==> src/hdl/dhcp_pkg.sv <==
`default_nettype none

package dhcp_pkg;

  // --------------------------------------------------------------------
  // Types
  // --------------------------------------------------------------------
  typedef logic [7:0]  byte_t;
  typedef logic [15:0] port_t;
  typedef logic [31:0] ipv4_t;
  typedef logic [31:0] xid_t;
  typedef logic [31:0] lease_t;    // Seconds
  typedef logic [10:0] byte_cnt_t; // Offset in frame, up to 1500 bytes

  typedef enum logic [1:0] {
    OPT_KIND,
    OPT_LEN,
    OPT_DATA
  } opt_field_t;

  typedef enum logic [2:0] {
    SEL_NONE,
    SEL_MSG_TYPE,
    SEL_NET_MASK,
    SEL_ROUTER,
    SEL_LEASE,
    SEL_SRV_ID
  } opt_sel_t;

  // --------------------------------------------------------------------
  // UDP ports and fixed header layout
  // --------------------------------------------------------------------
  localparam port_t DHCP_SRV_PORT = 16'd67;
  localparam port_t DHCP_CLI_PORT = 16'd68;

  localparam int DHCP_OP_OFFSET     = 0;
  localparam int DHCP_XID_OFFSET    = 4;
  localparam int DHCP_YIADDR_OFFSET = 16;
  localparam int DHCP_HDR_LEN       = 236;
  localparam int DHCP_COOKIE_OFFSET = DHCP_HDR_LEN;           // Cookie follows header
  localparam int DHCP_OPT_OFFSET    = DHCP_COOKIE_OFFSET + 4;

  localparam logic [31:0] DHCP_COOKIE   = 32'h6382_5363;
  localparam byte_t       DHCP_OP_REPLY = 8'd2;

  // --------------------------------------------------------------------
  // Option codes and message types
  // --------------------------------------------------------------------
  localparam byte_t OPT_PAD        = 8'd0;
  localparam byte_t OPT_NET_MASK   = 8'd1;
  localparam byte_t OPT_ROUTER     = 8'd3;
  localparam byte_t OPT_LEASE_TIME = 8'd51;
  localparam byte_t OPT_MSG_TYPE   = 8'd53;
  localparam byte_t OPT_SRV_ID     = 8'd54;
  localparam byte_t OPT_END        = 8'd255;

  localparam byte_t MSG_OFFER = 8'd2;
  localparam byte_t MSG_ACK   = 8'd5;

  localparam int OPT_VAL_BYTES = 4; // Option value register width in bytes

endpackage

`default_nettype wire

==> src/hdl/dhcp_lease_store.sv <==
`timescale 1ns/1ps
`default_nettype none

module dhcp_lease_store (
  input  wire                   clk,
  input  wire                   fsm_rst,
  input  wire                   dhcp_val,
  input  wire dhcp_pkg::ipv4_t  yiaddr,
  input  wire dhcp_pkg::byte_t  msg_type,
  input  wire dhcp_pkg::ipv4_t  net_mask,
  input  wire dhcp_pkg::ipv4_t  router,
  input  wire dhcp_pkg::lease_t lease_time,
  input  wire dhcp_pkg::ipv4_t  srv_id,
  output logic                  lease_held,
  output dhcp_pkg::byte_t       lease_msg_type,
  output dhcp_pkg::ipv4_t       lease_yiaddr,
  output dhcp_pkg::ipv4_t       lease_mask,
  output dhcp_pkg::ipv4_t       lease_router,
  output dhcp_pkg::ipv4_t       lease_srv_id,
  output dhcp_pkg::lease_t      lease_time_out
);

  dhcp_pkg::byte_t  msg_type_q;
  dhcp_pkg::ipv4_t  yiaddr_q;
  dhcp_pkg::ipv4_t  mask_q;
  dhcp_pkg::ipv4_t  router_q;
  dhcp_pkg::ipv4_t  srv_id_q;
  dhcp_pkg::lease_t time_q;
  logic             held_q;
  logic             type_ok;

  assign type_ok = (msg_type == dhcp_pkg::MSG_OFFER) || (msg_type == dhcp_pkg::MSG_ACK);

  always_ff @(posedge clk) begin
    if (fsm_rst) begin
      held_q     <= 1'b0;
      msg_type_q <= '0;
      yiaddr_q   <= '0;
      mask_q     <= '0;
      router_q   <= '0;
      srv_id_q   <= '0;
      time_q     <= '0;
    end else if (dhcp_val) begin
      msg_type_q <= msg_type;
      yiaddr_q   <= yiaddr;
      mask_q     <= net_mask;
      router_q   <= router;
      srv_id_q   <= srv_id;
      time_q     <= lease_time;
      if (type_ok)
        held_q <= 1'b1;                                 // Other types keep held state
    end
  end

  // New reply shows through during the dhcp_val cycle
  assign lease_held     = held_q || (dhcp_val && type_ok);
  assign lease_msg_type = dhcp_val ? msg_type   : msg_type_q;
  assign lease_yiaddr   = dhcp_val ? yiaddr     : yiaddr_q;
  assign lease_mask     = dhcp_val ? net_mask   : mask_q;
  assign lease_router   = dhcp_val ? router     : router_q;
  assign lease_srv_id   = dhcp_val ? srv_id     : srv_id_q;
  assign lease_time_out = dhcp_val ? lease_time : time_q;

endmodule

`default_nettype wire

==> src/hdl/dhcp_opt_parser.sv <==
`timescale 1ns/1ps
`default_nettype none

module dhcp_opt_parser (
  input  wire                   clk,
  input  wire                   fsm_rst,
  input  wire                   frame_clr,
  input  wire                   opt_en,
  input  wire                   opt_stb,
  input  wire dhcp_pkg::byte_t  opt_dat,
  input  wire                   opt_last,
  output logic                  opt_end,
  output logic                  opt_bad,
  output logic                  msg_type_seen,
  output dhcp_pkg::byte_t       msg_type,
  output dhcp_pkg::ipv4_t       net_mask,
  output dhcp_pkg::ipv4_t       router,
  output dhcp_pkg::lease_t      lease_time,
  output dhcp_pkg::ipv4_t       srv_id
);

  localparam int VAL_W = 8 * dhcp_pkg::OPT_VAL_BYTES;

  dhcp_pkg::opt_field_t state;
  dhcp_pkg::opt_sel_t   sel;
  dhcp_pkg::byte_t      opt_rem;
  logic [VAL_W-1:0]     opt_sh;
  logic [VAL_W-1:0]     opt_word;
  logic                 opt_act;
  logic                 last_data;
  logic                 skip_kind;

  function automatic dhcp_pkg::opt_sel_t decode(dhcp_pkg::byte_t code);
    case (code)
      dhcp_pkg::OPT_MSG_TYPE   : return dhcp_pkg::SEL_MSG_TYPE;
      dhcp_pkg::OPT_NET_MASK   : return dhcp_pkg::SEL_NET_MASK;
      dhcp_pkg::OPT_ROUTER     : return dhcp_pkg::SEL_ROUTER;
      dhcp_pkg::OPT_LEASE_TIME : return dhcp_pkg::SEL_LEASE;
      dhcp_pkg::OPT_SRV_ID     : return dhcp_pkg::SEL_SRV_ID;
      default                  : return dhcp_pkg::SEL_NONE; // Unknown, skipped
    endcase
  endfunction

  assign opt_act   = opt_en && opt_stb;
  assign opt_word  = {opt_sh[VAL_W-9:0], opt_dat};     // Keeps the last four bytes
  assign last_data = (opt_rem == 8'd1);
  assign skip_kind = (opt_dat == dhcp_pkg::OPT_PAD) || (opt_dat == dhcp_pkg::OPT_END);

  assign opt_end = opt_act && (state == dhcp_pkg::OPT_KIND) && (opt_dat == dhcp_pkg::OPT_END);

  // eof inside an option record
  always_comb begin
    opt_bad = 1'b0;
    if (opt_act && opt_last) begin
      case (state)
        dhcp_pkg::OPT_KIND : opt_bad = !skip_kind;
        dhcp_pkg::OPT_LEN  : opt_bad = (opt_dat != 8'd0);
        dhcp_pkg::OPT_DATA : opt_bad = !last_data;
        default            : opt_bad = 1'b0;
      endcase
    end
  end

  always_ff @(posedge clk) begin
    if (fsm_rst || frame_clr) begin
      state         <= dhcp_pkg::OPT_KIND;
      sel           <= dhcp_pkg::SEL_NONE;
      opt_rem       <= '0;
      msg_type_seen <= 1'b0;
      msg_type      <= '0;                              // Absent options read as zero
      net_mask      <= '0;
      router        <= '0;
      lease_time    <= '0;
      srv_id        <= '0;
    end else if (opt_act) begin
      case (state)
        dhcp_pkg::OPT_KIND : begin
          if (!skip_kind) begin
            sel   <= decode(opt_dat);
            state <= dhcp_pkg::OPT_LEN;
          end
        end
        dhcp_pkg::OPT_LEN : begin
          opt_rem <= opt_dat;
          state   <= (opt_dat == 8'd0) ? dhcp_pkg::OPT_KIND : dhcp_pkg::OPT_DATA;
        end
        dhcp_pkg::OPT_DATA : begin
          opt_rem <= opt_rem - 8'd1;
          if (last_data) begin
            state <= dhcp_pkg::OPT_KIND;
            case (sel)
              dhcp_pkg::SEL_MSG_TYPE : begin
                msg_type      <= opt_word[7:0];
                msg_type_seen <= 1'b1;
              end
              dhcp_pkg::SEL_NET_MASK : net_mask   <= opt_word;
              dhcp_pkg::SEL_ROUTER   : router     <= opt_word;
              dhcp_pkg::SEL_LEASE    : lease_time <= opt_word;
              dhcp_pkg::SEL_SRV_ID   : srv_id     <= opt_word;
              default                : ;
            endcase
          end
        end
        default : state <= dhcp_pkg::OPT_KIND;
      endcase
    end
  end

  always_ff @(posedge clk) begin
    if (opt_act) begin
      if (state == dhcp_pkg::OPT_LEN)
        opt_sh <= '0;                                   // Zero-extends short values
      else if (state == dhcp_pkg::OPT_DATA)
        opt_sh <= opt_word;
    end
  end

  a_state_legal : assert property (@(posedge clk) disable iff (fsm_rst)
    state inside {dhcp_pkg::OPT_KIND, dhcp_pkg::OPT_LEN, dhcp_pkg::OPT_DATA});

endmodule

`default_nettype wire

==> src/hdl/dhcp_rx.sv <==
`timescale 1ns/1ps
`default_nettype none

module dhcp_rx (
  input  wire                   clk,
  input  wire                   fsm_rst,
  input  wire                   rx_val,
  input  wire                   rx_sof,
  input  wire                   rx_eof,
  input  wire dhcp_pkg::byte_t  rx_dat,
  input  wire dhcp_pkg::port_t  rx_src_port,
  input  wire dhcp_pkg::port_t  rx_dst_port,
  input  wire dhcp_pkg::xid_t   cfg_xid,
  output logic                  dhcp_val,
  output logic                  dhcp_err,
  output dhcp_pkg::ipv4_t       yiaddr,
  output logic                  opt_en,
  output dhcp_pkg::byte_t       opt_dat,
  output logic                  opt_stb,
  output logic                  frame_clr,
  input  wire                   opt_end,
  input  wire                   opt_bad,
  input  wire                   msg_type_seen
);

  dhcp_pkg::byte_cnt_t byte_cnt;
  dhcp_pkg::byte_cnt_t cur_off;
  dhcp_pkg::byte_t     op;
  dhcp_pkg::xid_t      xid;
  logic [31:0]         cookie;
  logic                receiving;
  logic                port_ok;
  logic                start;
  logic                restart;
  logic                take;
  logic                fin;
  logic                cookie_ok;
  logic                val_now;
  logic                err_now;

  function automatic logic in_word(dhcp_pkg::byte_cnt_t off, int base);
    return (off >= dhcp_pkg::byte_cnt_t'(base)) && (off < dhcp_pkg::byte_cnt_t'(base + 4));
  endfunction

  assign port_ok = (rx_src_port == dhcp_pkg::DHCP_SRV_PORT) &&
                   (rx_dst_port == dhcp_pkg::DHCP_CLI_PORT);
  assign start   = rx_val && rx_sof && port_ok;
  assign restart = rx_val && rx_sof && receiving;            // New sof mid-frame
  assign take    = start || (rx_val && receiving && !rx_sof);
  assign cur_off = start ? '0 : byte_cnt;

  assign opt_stb = take;
  assign opt_dat = rx_dat;

  // --------------------------------------------------------------------
  // Frame verdict
  // --------------------------------------------------------------------
  assign cookie_ok = (cookie == dhcp_pkg::DHCP_COOKIE);
  assign fin       = take && (opt_end || opt_bad || rx_eof);
  assign val_now   = take && opt_end && cookie_ok && msg_type_seen &&
                     (op == dhcp_pkg::DHCP_OP_REPLY) && (xid == cfg_xid);
  assign err_now   = take && ((opt_end && !cookie_ok) || opt_bad || (rx_eof && !opt_end));

  always_ff @(posedge clk) begin
    if (fsm_rst) begin
      receiving <= 1'b0;
      opt_en    <= 1'b0;
      byte_cnt  <= '0;
      frame_clr <= 1'b0;
      dhcp_val  <= 1'b0;
      dhcp_err  <= 1'b0;
    end else begin
      dhcp_val  <= val_now;
      dhcp_err  <= err_now;
      frame_clr <= fin || restart;
      if (take) begin
        receiving <= 1'b1;
        byte_cnt  <= cur_off + 11'd1;
        if (start)
          opt_en <= 1'b0;
        else if (cur_off == dhcp_pkg::byte_cnt_t'(dhcp_pkg::DHCP_OPT_OFFSET - 1))
          opt_en <= 1'b1;                                    // Options from next byte
      end
      if (fin || (restart && !port_ok)) begin
        receiving <= 1'b0;                                   // Rest of frame ignored
        opt_en    <= 1'b0;
      end
    end
  end

  // Header fields, shifted in MSB first
  always_ff @(posedge clk) begin
    if (take) begin
      if (cur_off == dhcp_pkg::byte_cnt_t'(dhcp_pkg::DHCP_OP_OFFSET))
        op <= rx_dat;
      if (in_word(cur_off, dhcp_pkg::DHCP_XID_OFFSET))
        xid <= {xid[23:0], rx_dat};
      if (in_word(cur_off, dhcp_pkg::DHCP_YIADDR_OFFSET))
        yiaddr <= {yiaddr[23:0], rx_dat};
      if (in_word(cur_off, dhcp_pkg::DHCP_COOKIE_OFFSET))
        cookie <= {cookie[23:0], rx_dat};
    end
  end

  a_val_err_excl : assert property (@(posedge clk) disable iff (fsm_rst)
    !(dhcp_val && dhcp_err));

  a_opt_en_in_frame : assert property (@(posedge clk) disable iff (fsm_rst)
    opt_en |-> receiving);

endmodule

`default_nettype wire

==> src/hdl/dhcp_rx_top.sv <==
`timescale 1ns/1ps
`default_nettype none

module dhcp_rx_top (
  input  wire                   clk,
  input  wire                   fsm_rst,
  input  wire                   rx_val,
  input  wire                   rx_sof,
  input  wire                   rx_eof,
  input  wire dhcp_pkg::byte_t  rx_dat,
  input  wire dhcp_pkg::port_t  rx_src_port,
  input  wire dhcp_pkg::port_t  rx_dst_port,
  input  wire dhcp_pkg::xid_t   cfg_xid,
  output logic                  dhcp_val,
  output logic                  dhcp_err,
  output logic                  lease_held,
  output dhcp_pkg::byte_t       lease_msg_type,
  output dhcp_pkg::ipv4_t       lease_yiaddr,
  output dhcp_pkg::ipv4_t       lease_mask,
  output dhcp_pkg::ipv4_t       lease_router,
  output dhcp_pkg::ipv4_t       lease_srv_id,
  output dhcp_pkg::lease_t      lease_time
);

  logic             opt_en;
  logic             opt_stb;
  logic             frame_clr;
  logic             opt_end;
  logic             opt_bad;
  logic             msg_type_seen;
  dhcp_pkg::byte_t  opt_dat;
  dhcp_pkg::ipv4_t  yiaddr;
  dhcp_pkg::byte_t  msg_type;
  dhcp_pkg::ipv4_t  net_mask;
  dhcp_pkg::ipv4_t  router;
  dhcp_pkg::ipv4_t  srv_id;
  dhcp_pkg::lease_t opt_lease_time;

  dhcp_rx u_rx (
    .clk           (clk),
    .fsm_rst       (fsm_rst),
    .rx_val        (rx_val),
    .rx_sof        (rx_sof),
    .rx_eof        (rx_eof),
    .rx_dat        (rx_dat),
    .rx_src_port   (rx_src_port),
    .rx_dst_port   (rx_dst_port),
    .cfg_xid       (cfg_xid),
    .dhcp_val      (dhcp_val),
    .dhcp_err      (dhcp_err),
    .yiaddr        (yiaddr),
    .opt_en        (opt_en),
    .opt_dat       (opt_dat),
    .opt_stb       (opt_stb),
    .frame_clr     (frame_clr),
    .opt_end       (opt_end),
    .opt_bad       (opt_bad),
    .msg_type_seen (msg_type_seen)
  );

  dhcp_opt_parser u_opt_parser (
    .clk           (clk),
    .fsm_rst       (fsm_rst),
    .frame_clr     (frame_clr),
    .opt_en        (opt_en),
    .opt_stb       (opt_stb),
    .opt_dat       (opt_dat),
    .opt_last      (rx_eof),
    .opt_end       (opt_end),
    .opt_bad       (opt_bad),
    .msg_type_seen (msg_type_seen),
    .msg_type      (msg_type),
    .net_mask      (net_mask),
    .router        (router),
    .lease_time    (opt_lease_time),
    .srv_id        (srv_id)
  );

  dhcp_lease_store u_lease_store (
    .clk            (clk),
    .fsm_rst        (fsm_rst),
    .dhcp_val       (dhcp_val),
    .yiaddr         (yiaddr),
    .msg_type       (msg_type),
    .net_mask       (net_mask),
    .router         (router),
    .lease_time     (opt_lease_time),
    .srv_id         (srv_id),
    .lease_held     (lease_held),
    .lease_msg_type (lease_msg_type),
    .lease_yiaddr   (lease_yiaddr),
    .lease_mask     (lease_mask),
    .lease_router   (lease_router),
    .lease_srv_id   (lease_srv_id),
    .lease_time_out (lease_time)
  );

endmodule

`default_nettype wire

==> config.mk <==
export PLATFORM = sky130hd
export DESIGN_NAME = dhcp_rx_top
export DESIGN_NICKNAME = d
export VERILOG_FILES = /design/src/hdl/dhcp_pkg.sv /design/src/hdl/dhcp_lease_store.sv /design/src/hdl/dhcp_opt_parser.sv /design/src/hdl/dhcp_rx.sv /design/src/hdl/dhcp_rx_top.sv
export SDC_FILE = /design/constraint.sdc
export NUM_CORES = 1
export LEC_CHECK = 0
export ABC_AREA = 1
export BUFFER_PORTS_ARGS = -buffer_cell sky130_fd_sc_hd__buf_2
export CAP_MARGIN = 20
export CORE_MARGIN = 3
export CORE_UTILIZATION = 60
export CTS_BUF_LIST = sky130_fd_sc_hd__clkbuf_2 sky130_fd_sc_hd__clkbuf_4 sky130_fd_sc_hd__clkbuf_8
export CTS_CLUSTER_SIZE = 14
export DETAILED_ROUTE_END_ITERATION = 7
export MAX_ROUTING_LAYER = met4
export PLACE_DENSITY = 0.83
export SETUP_SLACK_MARGIN = 0.2
export SYNTH_ARGS = -nofsm -noshare
export SYNTH_HDL_FRONTEND = slang
export SYNTH_SLANG_ARGS = --single-unit
==> constraint.sdc <==
create_clock -name clk -period 17.5 [get_ports clk]
set_input_delay 4.375 -clock clk [delete_from_list [all_inputs] [get_ports clk]]
set_output_delay 4.375 -clock clk [all_outputs]
set_load 0.005 [all_outputs]
## Word level (Yosys, flattened, before mapping)

Index checks and enable logic that the tools add are counted.
W data, S select, Z words.

- Register bits after elaboration: 463
- Latch bits: 0
- RAM bits: 0
- Memory bits (read-only): 0
- Bits of input ports: 77
- Logic and storage cells: 140
- Memories kept: 0

- Add/subtract/negate cells: 2
- Multiply operators: 0
- Divide/modulo/power cells: 0
- Magnitude comparators: 6
- Equal/unequal tests: 24
- Shift-type cells: 0
- Multiplexer cells: 18
- Bitwise logic cells: 1
- Reductions and logical operators: 62

Operators with widths:

| cell | number |
|---|---|
| $mux W32 | 5 |
| $eq A16 B7 Y1 const B | 2 |
| $eq A32 B31 Y1 const B | 1 |
| $eq A32 B32 Y1 | 1 |
| $eq A8 B2 Y1 const B | 3 |
| $eq A8 B6 Y1 const B | 3 |
| $logic_and A1 B1 Y1 | 24 |
| $mux W24 | 1 |
| $reduce_and A4 Y1 | 5 |
| $eq A8 B1 Y1 const B | 2 |
| $pmux W8 S2 | 1 |
| $pmux W3 S5 | 1 |
| $reduce_and A2 Y1 | 7 |
| $add A11 B1 Y11 const B | 1 |
| $eq A11 B8 Y1 const B | 1 |
| $ge A11 B3 Y1 const B | 1 |
| $ge A11 B5 Y1 const B | 1 |
| $ge A11 B8 Y1 const B | 1 |
| $logic_not A11 Y1 | 1 |
| $logic_or A1 B1 Y1 | 11 |
| $lt A11 B4 Y1 const B | 1 |
| $lt A11 B5 Y1 const B | 1 |
| $lt A11 B8 Y1 const B | 1 |
| $mux W11 | 1 |
| 23 further kinds | 36 |

## Logic depth before layout (Yosys ltp)

Gate-level depths: netlist of run 1.

- Depth after elaboration: 12
- Gate-level depth with buffers: 16
- Mapped depth without buffers: 15

## Modules after synthesis

Synthesis of run 1 repeated with hierarchy kept, for this count alone.

- Cell total of the unflattened synthesis: 2177
- Area total of the unflattened synthesis: 19083.3 um^2

By module, submodules not included:

| module | times used | cells an instance | area an instance (um^2) | sequential area each (um^2) |
|---|---|---|---|---|
| dhcp_opt_parser | 1 | 837 | 7280.7 | 3723.6 |
| dhcp_lease_store | 1 | 913 | 6777.8 | 3383.2 |
| dhcp_rx | 1 | 427 | 5024.8 | 3443.3 |

## Worst setup path before layout of run 1

OpenSTA, ideal clock, no wires.

- Path type: input port to flip-flop
- From: input rx_src_port[7]
- To: register u_rx.cookie[0] (enable)
- Library setup time: 0.502 ns
- Arrival time: 8.373 ns
- Required time: 16.998 ns
- Path slack: 8.625 ns
- Stages on the path: 10
- Cells stage by stage: inv_1 -> nand2_1 -> nor2_1 -> nand2_1 -> nor2_2 -> nand3_4 -> buf_2 -> o31ai_1 -> nand2_1 -> nor4_1

- Longest elaborated chain between the ends: 7

Ends and longest elaborated chain:

| element | line | text |
|---|---|---|
| from (decl) | dhcp_rx_top.sv:11 | `input wire dhcp_pkg::port_t rx_src_port,` |
| $eq A16 B7 Y1 (*) | dhcp_rx.sv:45 | `assign port_ok = (rx_src_port == dhcp_pkg::DHCP_SRV_PORT) &&` |
| $logic_and A1 B1 Y1 (*) | dhcp_rx.sv:45 |  |
| $logic_and A1 B1 Y1 (*) | dhcp_rx.sv:47 | `assign start = rx_val && rx_sof && port_ok;` |
| $mux W11 | dhcp_rx.sv:50 | `assign cur_off = start ? '0 : byte_cnt;` |
| $ge A11 B8 Y1 or $lt A11 B8 Y1 (tied branches) | dhcp_rx.sv:42 | `return (off >= dhcp_pkg::byte_cnt_t'(base)) && (off < dhcp_pkg::byte_cnt_t'(base + 4));` |
| $logic_and A1 B1 Y1 | dhcp_rx.sv:42 |  |
| $reduce_and A2 Y1 (no source line) (*) | n/a |  |
| to (signal assigned) | dhcp_rx.sv:101 | `cookie <= {cookie[23:0], rx_dat};` |
| to (decl) | dhcp_rx.sv:30 | `logic [31:0] cookie;` |

Every way passes the cells marked *; elsewhere a longest branch is shown, timed or not.
A chain may end at the register's enable or synchronous reset.

## Worst setup path after layout of run 1

- From: register u_rx.dhcp_val
- To: output lease_mask[7]

- Longest elaborated chain between the ends: 1

Ends and longest elaborated chain:

| element | line | text |
|---|---|---|
| from (decl) | dhcp_rx.sv:14 | `output logic dhcp_val,` |
| from (signal assigned) | dhcp_rx.sv:73 | `dhcp_val <= val_now;` |
| $mux W32 | n/a |  |
| to (decl) | dhcp_rx_top.sv:19 | `output dhcp_pkg::ipv4_t lease_mask,` |

No other way between the ends.

==> impl_metrics.json, run 1 <==
{
  "run_status": "completed",
  "hold_viol": 0,
  "area_of_the_multi_input_gates_sq_um": 6120,
  "final_net_count": 2419,
  "number_of_enable_flip_flop_cells_after_synthesis": 128,
  "post_route_cells_drive_above_1_share_pct": 17.3,
  "cts_num_sinks": 463,
  "dp_cells": 2643,
  "htree_num_levels": 3,
  "antenna_found_initial": 0,
  "ctsRootBufferMaster": "sky130_fd_sc_hd__clkbuf_8",
  "final_cell_area_sq_um": 20800,
  "cts_buffers": 73,
  "design.portCount": 248,
  "seq_power_share_pct": 53.4,
  "firstDrtPassIters": 6,
  "timing.final.crit_period_ns": 7.44,
  "area_growth_pct": 15.9,
  "synthesis.instances": 2111,
  "clockBufferDepth": 3,
  "seqCellArea_sq_um": 10600,
  "worst_case_headroom_to_the_max_slew_limit_pct": 29.2,
  "power-per-cell-area_nw_per_um2": 98.9,
  "post_cts_buffers": 0,
  "total_switching_power_mw": 0.440,
  "ys.warnings.count": 0,
  "wl_per_cell_microns": 15.9,
  "post_cts_resize_count": 0,
  "critical_path_class": "register to output pin",
  "remaining_drc_errors": 0,
  "slew_viol_final": 0,
  "hold_path_cell_cnt": 0,
  "grt_first_pass_wirelength_microns": 68400,
  "ffs_latches_synth": 463,
  "hp-class": "register to register",
  "grt.total_usage_pct": 27.5,
  "power.share.combinational_pct": 2.1,
  "synth_top_flop_cell": "sky130_fd_sc_hd__dfxtp_1",
  "route.layer.met1.wl_microns": 18900,
  "grt_max_degree": 120,
  "layout_worst_path_cycle_share_pct": 42.5,
  "mappedNetlistArea_sq_um": 17900,
  "total_negative_setup_slack_ns": 0,
  "endpoint_kind": "output pin",
  "clk-insertion-delay-late_ns": 0.60,
  "die_w_microns": 179,
  "nFillCells": 2211,
  "via_to_cell_ratio": 5.37,
  "place_worst_setup_slack_ns": 10.47,
  "worstPathRequired_ns": 13.12,
  "core_area_sq_um": 29100,
  "timing.clock.skew_ns": 0.0400,
  "detailed_place.area_sq_um": 19300,
  "timing.critical_path.fanout_max": 97,
  "post_synth_num_cell_types": 46,
  "top_layer": "met4",
  "drt_iter0_drc": 1346,
  "timing.final.ws_setup_ns": 10.06,
  "die_area_sq_um": 32000,
  "avgSynthCellArea_sq_um": 8.49,
  "place_hpwl_microns": 28300,
  "total_met2_wirelength_after_detailed_routing_microns": 20800,
  "globalplace.congestion": 0.906,
  "async_reset_ff_share_pct": 0,
  "antenna_violating_nets_left": 0,
  "routed-via-count": 14900,
  "setup_violations": 0,
  "wl_met3_microns": 3320,
  "number_of_hold_repair_buffers_added_at_the_cts_stage": 0,
  "max_freq_ghz": 0.134,
  "layout.cells.non_filler": 2776,
  "critPathLaunchType": "register",
  "rr_worst_depth": 10,
  "tritoncts": "done",
  "power.static_leakage_nw": 9.30,
  "grt-ovfl-total": 0,
  "switching_share_of_power_pct": 21.4,
  "tightestPinTransition_ns": 1.06,
  "first_global_vias": 13800,
  "power.ir.vdd_worst_mv": 0.0562,
  "start_util_pct": 61.6,
  "critPathArrivalTime_ns": 3.07,
  "internal_power_mw": 1.61,
  "syn-num-nets": 2196,
  "floorplan.die.height_microns": 179,
  "share_clk_of_total_power_pct": 44.6,
  "drt_wl_total_microns": 44000,
  "cts.clk_slew.worst_paths_ns": 0.06,
  "core.rowCount": 62,
  "timing.max_cap.violations": 0,
  "port_buffers": 247,
  "ys_seq_area_share_pct": 58.9,
  "rsz0062_at_grt": "no",
  "antenna_cells": 0
}
## critical path, cell delays in order (launching register included)
cell	delay (ns)
sky130_fd_sc_hd__dfxtp_4	0.62
sky130_fd_sc_hd__inv_6	0.67
sky130_fd_sc_hd__buf_4	0.73
sky130_fd_sc_hd__nand2_1	0.15
sky130_fd_sc_hd__nand2_1	0.15
sky130_fd_sc_hd__buf_2	0.13
## cells in the final DEF, fill, tap and decap left out, types with 4 or more instances in the layout
cell	synthesis	layout
sky130_fd_sc_hd__a21oi_2	4	4
sky130_fd_sc_hd__clkbuf_4	0	34
sky130_fd_sc_hd__a21oi_1	286	286
sky130_fd_sc_hd__nor4_1	11	10
sky130_fd_sc_hd__inv_1	212	212
sky130_fd_sc_hd__inv_6	0	4
sky130_fd_sc_hd__nor3_1	7	6
sky130_fd_sc_hd__xnor2_1	7	7
sky130_fd_sc_hd__ha_1	8	8
sky130_fd_sc_hd__o21ai_0	130	130
sky130_fd_sc_hd__inv_2	5	4
sky130_fd_sc_hd__buf_4	4	8
sky130_fd_sc_hd__nand4_1	13	13
sky130_fd_sc_hd__clkinv_2	1	7
sky130_fd_sc_hd__o22ai_1	6	6
sky130_fd_sc_hd__xor2_1	7	7
sky130_fd_sc_hd__nor2_1	142	140
sky130_fd_sc_hd__buf_2	11	246
sky130_fd_sc_hd__edfxtp_1	128	128
sky130_fd_sc_hd__nor2_2	3	4
sky130_fd_sc_hd__o21ai_1	10	10
sky130_fd_sc_hd__dfxtp_1	335	334
sky130_fd_sc_hd__nand3_1	28	28
sky130_fd_sc_hd__a211oi_1	29	29
sky130_fd_sc_hd__clkinv_1	1	6
sky130_fd_sc_hd__nand3_4	4	4
sky130_fd_sc_hd__nand2_1	599	599
sky130_fd_sc_hd__clkbuf_8	0	82
## power by group through the flow
stage,clock (mW),sequential (mW),combinational (mW)
floorplan,0,1.12,0.0217
global placement,0,1.12,0.0409
detailed placement,0,1.12,0.0418
CTS,0.927,1.10,0.0421
global route,0.972,1.10,0.0466
finish,0.916,1.10,0.0423
## metal layers
layer	GRT usage, %	vias to the layer above
li1	-	7336
met1	36.4	6922
met2	43.7	574
met3	4.17	84
met4	9.38	0
met5	-	-
## per-stage QoR
stage                     util, %  hold WS (ns)  power (mW)
after detailed placement     66.3         0.428        1.16
after global placement       66.3         0.421        1.16
after CTS                    71.4         0.431        2.07
final                        71.4         0.437        2.05
after global routing         71.4         0.445        2.11
after floorplan                 -         0.417        1.14
## synthesized netlist by cell type, types with 3 or more instances
master                     count  area share (%)
sky130_fd_sc_hd__o22ai_1       6            0.21
sky130_fd_sc_hd__nand3_2       3            0.17
sky130_fd_sc_hd__o21ai_1      10            0.28
sky130_fd_sc_hd__and2_1        3            0.10
sky130_fd_sc_hd__nor4_1       11            0.38
sky130_fd_sc_hd__buf_6         3            0.19
sky130_fd_sc_hd__buf_1         9            0.19
sky130_fd_sc_hd__nor2_1      142             3.0
sky130_fd_sc_hd__inv_2         5            0.10
sky130_fd_sc_hd__buf_2        11            0.31
sky130_fd_sc_hd__nand3b_1      3            0.13
sky130_fd_sc_hd__nor3_1        7            0.20
sky130_fd_sc_hd__nor2_2        3            0.10
sky130_fd_sc_hd__o21ai_0     130             3.6
sky130_fd_sc_hd__a21oi_1     286             8.0
sky130_fd_sc_hd__xor2_1        7            0.34
sky130_fd_sc_hd__ha_1          8            0.56
sky130_fd_sc_hd__nand2_1     599              13
sky130_fd_sc_hd__edfxtp_1    128              21
sky130_fd_sc_hd__a21oi_2       4            0.20
sky130_fd_sc_hd__nand4_1      13            0.45
sky130_fd_sc_hd__xnor2_1       7            0.34
sky130_fd_sc_hd__clkbuf_1     79             1.7
sky130_fd_sc_hd__a211oi_1     29             1.2
sky130_fd_sc_hd__nand3_4       4            0.39
sky130_fd_sc_hd__buf_4         4            0.17
sky130_fd_sc_hd__inv_1       212             4.4
sky130_fd_sc_hd__nand3_1      28            0.78
sky130_fd_sc_hd__dfxtp_1     335              37
## layout make-up
| cell class | count | area share (%) |
|---|---|---|
| sequential | 463 | 50.8 |
| tap | 384 | 2.31 |
| multi-input combinational | 1322 | 29.4 |
| clock buffer | 116 | 6.66 |
| timing repair buffer | 255 | 6.27 |
| inverter | 219 | 3.99 |
| clock inverter | 17 | 0.512 |
## sequential cells by signal (all words and copies together) (netlist names), 11 cells and up
register	count
u_lease_store.mask_q	32
u_opt_parser.opt_sh	24
u_opt_parser.srv_id	32
u_rx.byte_cnt	11
u_opt_parser.router	32
u_lease_store.router_q	32
u_lease_store.srv_id_q	32
u_opt_parser.net_mask	32
u_lease_store.time_q	32
u_lease_store.yiaddr_q	32
u_rx.xid	32
u_rx.yiaddr	32
u_opt_parser.lease_time	32
u_rx.cookie	32
## kinds of logic (layout without fill, tap and decap cells)
logic type	after synthesis	in the layout	synth area share, %
and+or+nand+nor	823	823	18.7
AOI/OAI and AO/OA	477	477	14.1
DFF	463	463	58.9
buffers and inverters	326	607	7.13
xor gates and xnor gates	14	14	0.684
adders and majority gates	8	8	0.559
## worst paths after layout
path | startpoint | to | slack, ns
hold reg to reg | u_rx.cookie[16]$_DFFE_PP_ | u_rx.cookie[24]$_DFFE_PP_ | 0.44
setup / recovery | u_rx.dhcp_val$_SDFF_PP0_ | lease_mask[7] | 10.06
hold / removal | u_rx.cookie[16]$_DFFE_PP_ | u_rx.cookie[24]$_DFFE_PP_ | 0.44
setup reg to reg | u_opt_parser.state[0]$_SDFFE_PP0P_ | u_opt_parser.net_mask[25]$_SDFFE_PP0P_ | 14.28
No activity file was read; power rests on OpenSTA's default activity.
==> run 2, diff against run 1 <==
--- a/config.mk
+++ b/config.mk
@@ -9,12 +9,12 @@
 export BUFFER_PORTS_ARGS = -buffer_cell sky130_fd_sc_hd__buf_2
 export CAP_MARGIN = 20
 export CORE_MARGIN = 3
-export CORE_UTILIZATION = 60
+export CORE_UTILIZATION = 54
 export CTS_BUF_LIST = sky130_fd_sc_hd__clkbuf_2 sky130_fd_sc_hd__clkbuf_4 sky130_fd_sc_hd__clkbuf_8
 export CTS_CLUSTER_SIZE = 14
 export DETAILED_ROUTE_END_ITERATION = 7
 export MAX_ROUTING_LAYER = met4
-export PLACE_DENSITY = 0.83
+export PLACE_DENSITY = 0.79
 export SETUP_SLACK_MARGIN = 0.2
 export SYNTH_ARGS = -nofsm -noshare
 export SYNTH_HDL_FRONTEND = slang
==> constraint.sdc (replaced) <==
create_clock -name clk -period 6.5 [get_ports clk]
set_input_delay 1.625 -clock clk [delete_from_list [all_inputs] [get_ports clk]]
set_output_delay 1.625 -clock clk [all_outputs]
set_load 0.005 [all_outputs]
==> impl_metrics.json, run 2 (synthesis gave the netlist of run 1 again) <==
{
  "rsz0062_at_grt": "no",
  "core.rowCount": 66,
  "timing.clock.skew_ns": 0.0357,
  "timing.max_cap.violations": 0,
  "max_freq_ghz": 0.218,
  "run_status": "completed",
  "timing.critical_path.fanout_max": 129,
  "via_to_cell_ratio": 5.22,
  "power-per-cell-area_nw_per_um2": 265,
  "floorplan.die.height_microns": 188,
  "reg_to_reg_slack_setup_ns": 3.40,
  "cts.clk_slew.worst_paths_ns": 0.06,
  "final_net_count": 2420,
  "most-common-layout-cells": "sky130_fd_sc_hd__nand2_1, sky130_fd_sc_hd__dfxtp_1, sky130_fd_sc_hd__a21oi_1",
  "antenna_found_initial": 0,
  "setup_violations": 0,
  "firstDrtPassIters": 5,
  "rr_worst_depth": 10,
  "grt_first_pass_wirelength_microns": 70300,
  "antenna_cells": 0,
  "cts_num_sinks": 463,
  "antenna_violating_nets_left": 0,
  "endpoint": "lease_srv_id[6]",
  "timing.final.crit_period_ns": 4.58,
  "grt-ovfl-total": 0,
  "htree_num_levels": 3,
  "post_cts_buffers": 0,
  "dp_cells": 2703,
  "tritoncts": "done",
  "clk-insertion-delay-late_ns": 0.58,
  "tightestPinTransition_ns": 1.03,
  "power.static_leakage_nw": 9.28,
  "detailed_place.area_sq_um": 19400,
  "die_area_sq_um": 35400,
  "port_buffers": 247,
  "post_route_cells_drive_above_1_share_pct": 17.0,
  "power.ir.vdd_worst_mv": 0.151,
  "critPathArrivalTime_ns": 2.96,
  "core_area_sq_um": 32600,
  "top_layer": "met4",
  "slew_viol_final": 0,
  "area_growth_pct": 16.1,
  "grt_max_degree": 130,
  "remaining_drc_errors": 0,
  "endpoint_kind": "output pin",
  "final_core_utilization_pct": 63.8,
  "cts_buffers": 72,
  "hold_viol": 0,
  "worstPathRequired_ns": 4.88,
  "drt_wl_total_microns": 44400,
  "die_w_microns": 188,
  "route.layer.met1.wl_microns": 19600,
  "final_common_cell": "sky130_fd_sc_hd__nand2_1",
  "hp-class": "register to register",
  "final_cell_area_sq_um": 20800,
  "design.portCount": 248,
  "wl_per_cell_microns": 15.7,
  "place_hpwl_microns": 28700,
  "regToRegStartpoint": "u_opt_parser.state[0]$_SDFFE_PP0P_",
  "start_util_pct": 54.9,
  "place_worst_setup_slack_ns": 2.24,
  "post_cts_resize_count": 0,
  "globalplace.congestion": 0.891,
  "layout.cells.non_filler": 2828,
  "first_global_vias": 14100,
  "critical_path_class": "register to output pin",
  "critPathLaunchType": "register",
  "wl_met3_microns": 3370,
  "timing.final.ws_setup_ns": 1.92,
  "drt_iter0_drc": 1131,
  "ctsRootBufferMaster": "sky130_fd_sc_hd__clkbuf_8",
  "routed-via-count": 14800,
  "r2r-end": "u_opt_parser.net_mask[10]$_SDFFE_PP0P_",
  "grt.total_usage_pct": 25.0,
  "layout_worst_path_cycle_share_pct": 70.5,
  "worst_case_headroom_to_the_max_slew_limit_pct": 31.3,
  "clockBufferDepth": 3,
  "worst_setup_startpoint": "u_rx.dhcp_val$_SDFF_PP0_",
  "total_met2_wirelength_after_detailed_routing_microns": 20100,
  "total_negative_setup_slack_ns": 0,
  "number_of_hold_repair_buffers_added_at_the_cts_stage": 0
}
[run 2: changes by cell type in the layout (fill, tap and decap cells not counted)]
| cell | previous run | this run |
|---|---|---|
| sky130_fd_sc_hd__clkinv_8 | 1 | 0 |
| sky130_fd_sc_hd__buf_4 | 8 | 10 |
| sky130_fd_sc_hd__clkinv_1 | 6 | 10 |
| sky130_fd_sc_hd__bufinv_16 | 0 | 2 |
| sky130_fd_sc_hd__clkbuf_8 | 82 | 79 |
| sky130_fd_sc_hd__clkinv_2 | 7 | 2 |
| sky130_fd_sc_hd__clkbuf_4 | 34 | 31 |
| sky130_fd_sc_hd__clkinvlp_4 | 2 | 1 |
| sky130_fd_sc_hd__inv_6 | 4 | 3 |
[run 2: metal layers]
layer | vias to the layer above | GRT usage (%)
met5 | - | -
met4 | 0 | 8.80
met3 | 89 | 3.94
met2 | 523 | 39.1
met1 | 6820 | 33.4
li1 | 7321 | -
[run 2: how the worst min path moves through the flow]
stage / start / end / slack (ns) / cells past startpoint
after detailed placement: u_rx.yiaddr[14]$_DFFE_PP_ / u_rx.yiaddr[22]$_DFFE_PP_ / 0.43 / 0
after global routing: u_rx.cookie[9]$_DFFE_PP_ / u_rx.cookie[17]$_DFFE_PP_ / 0.45 / 0
after global placement: u_rx.cookie[16]$_DFFE_PP_ / u_rx.cookie[24]$_DFFE_PP_ / 0.42 / 0
after floorplan: u_rx.cookie[16]$_DFFE_PP_ / u_rx.cookie[24]$_DFFE_PP_ / 0.42 / 0
final: u_rx.cookie[10]$_DFFE_PP_ / u_rx.cookie[18]$_DFFE_PP_ / 0.44 / 0
after CTS: u_rx.cookie[10]$_DFFE_PP_ / u_rx.cookie[18]$_DFFE_PP_ / 0.42 / 0
[run 2: final cells by class]
class,instances,area [sq um]
fillers,2831,11800
flip-flops and latches,463,10600
multi-input cells,1322,6120
clock buffers,110,1320
repair buffers,257,1320
inverters,219,828
well taps,442,553
clock inverters,15,124
[run 2: through the flow]
step           hold WS (ns)  total power [mW]
2_1_floorplan         0.417              3.07
3_3_place_gp          0.422              3.12
3_5_place_dp          0.433              3.13
4_1_cts               0.425              5.55
5_1_grt               0.446              5.70
6_report              0.440              5.51
[run 2: report_power, final]
group | switching (mW) | internal [mW]
sequential | 0.00000000000622 | 2.95
clock | 1.07 | 1.37
combinational | 0.0808 | 0.0343
[run 2: worst max-delay path: stages, from the launching register on]
cell and delay, ns:
sky130_fd_sc_hd__dfxtp_4 0.49, sky130_fd_sc_hd__inv_6 0.73, sky130_fd_sc_hd__buf_4 0.58, sky130_fd_sc_hd__nand2_1 0.16, sky130_fd_sc_hd__nand2_1 0.17, sky130_fd_sc_hd__buf_2 0.14
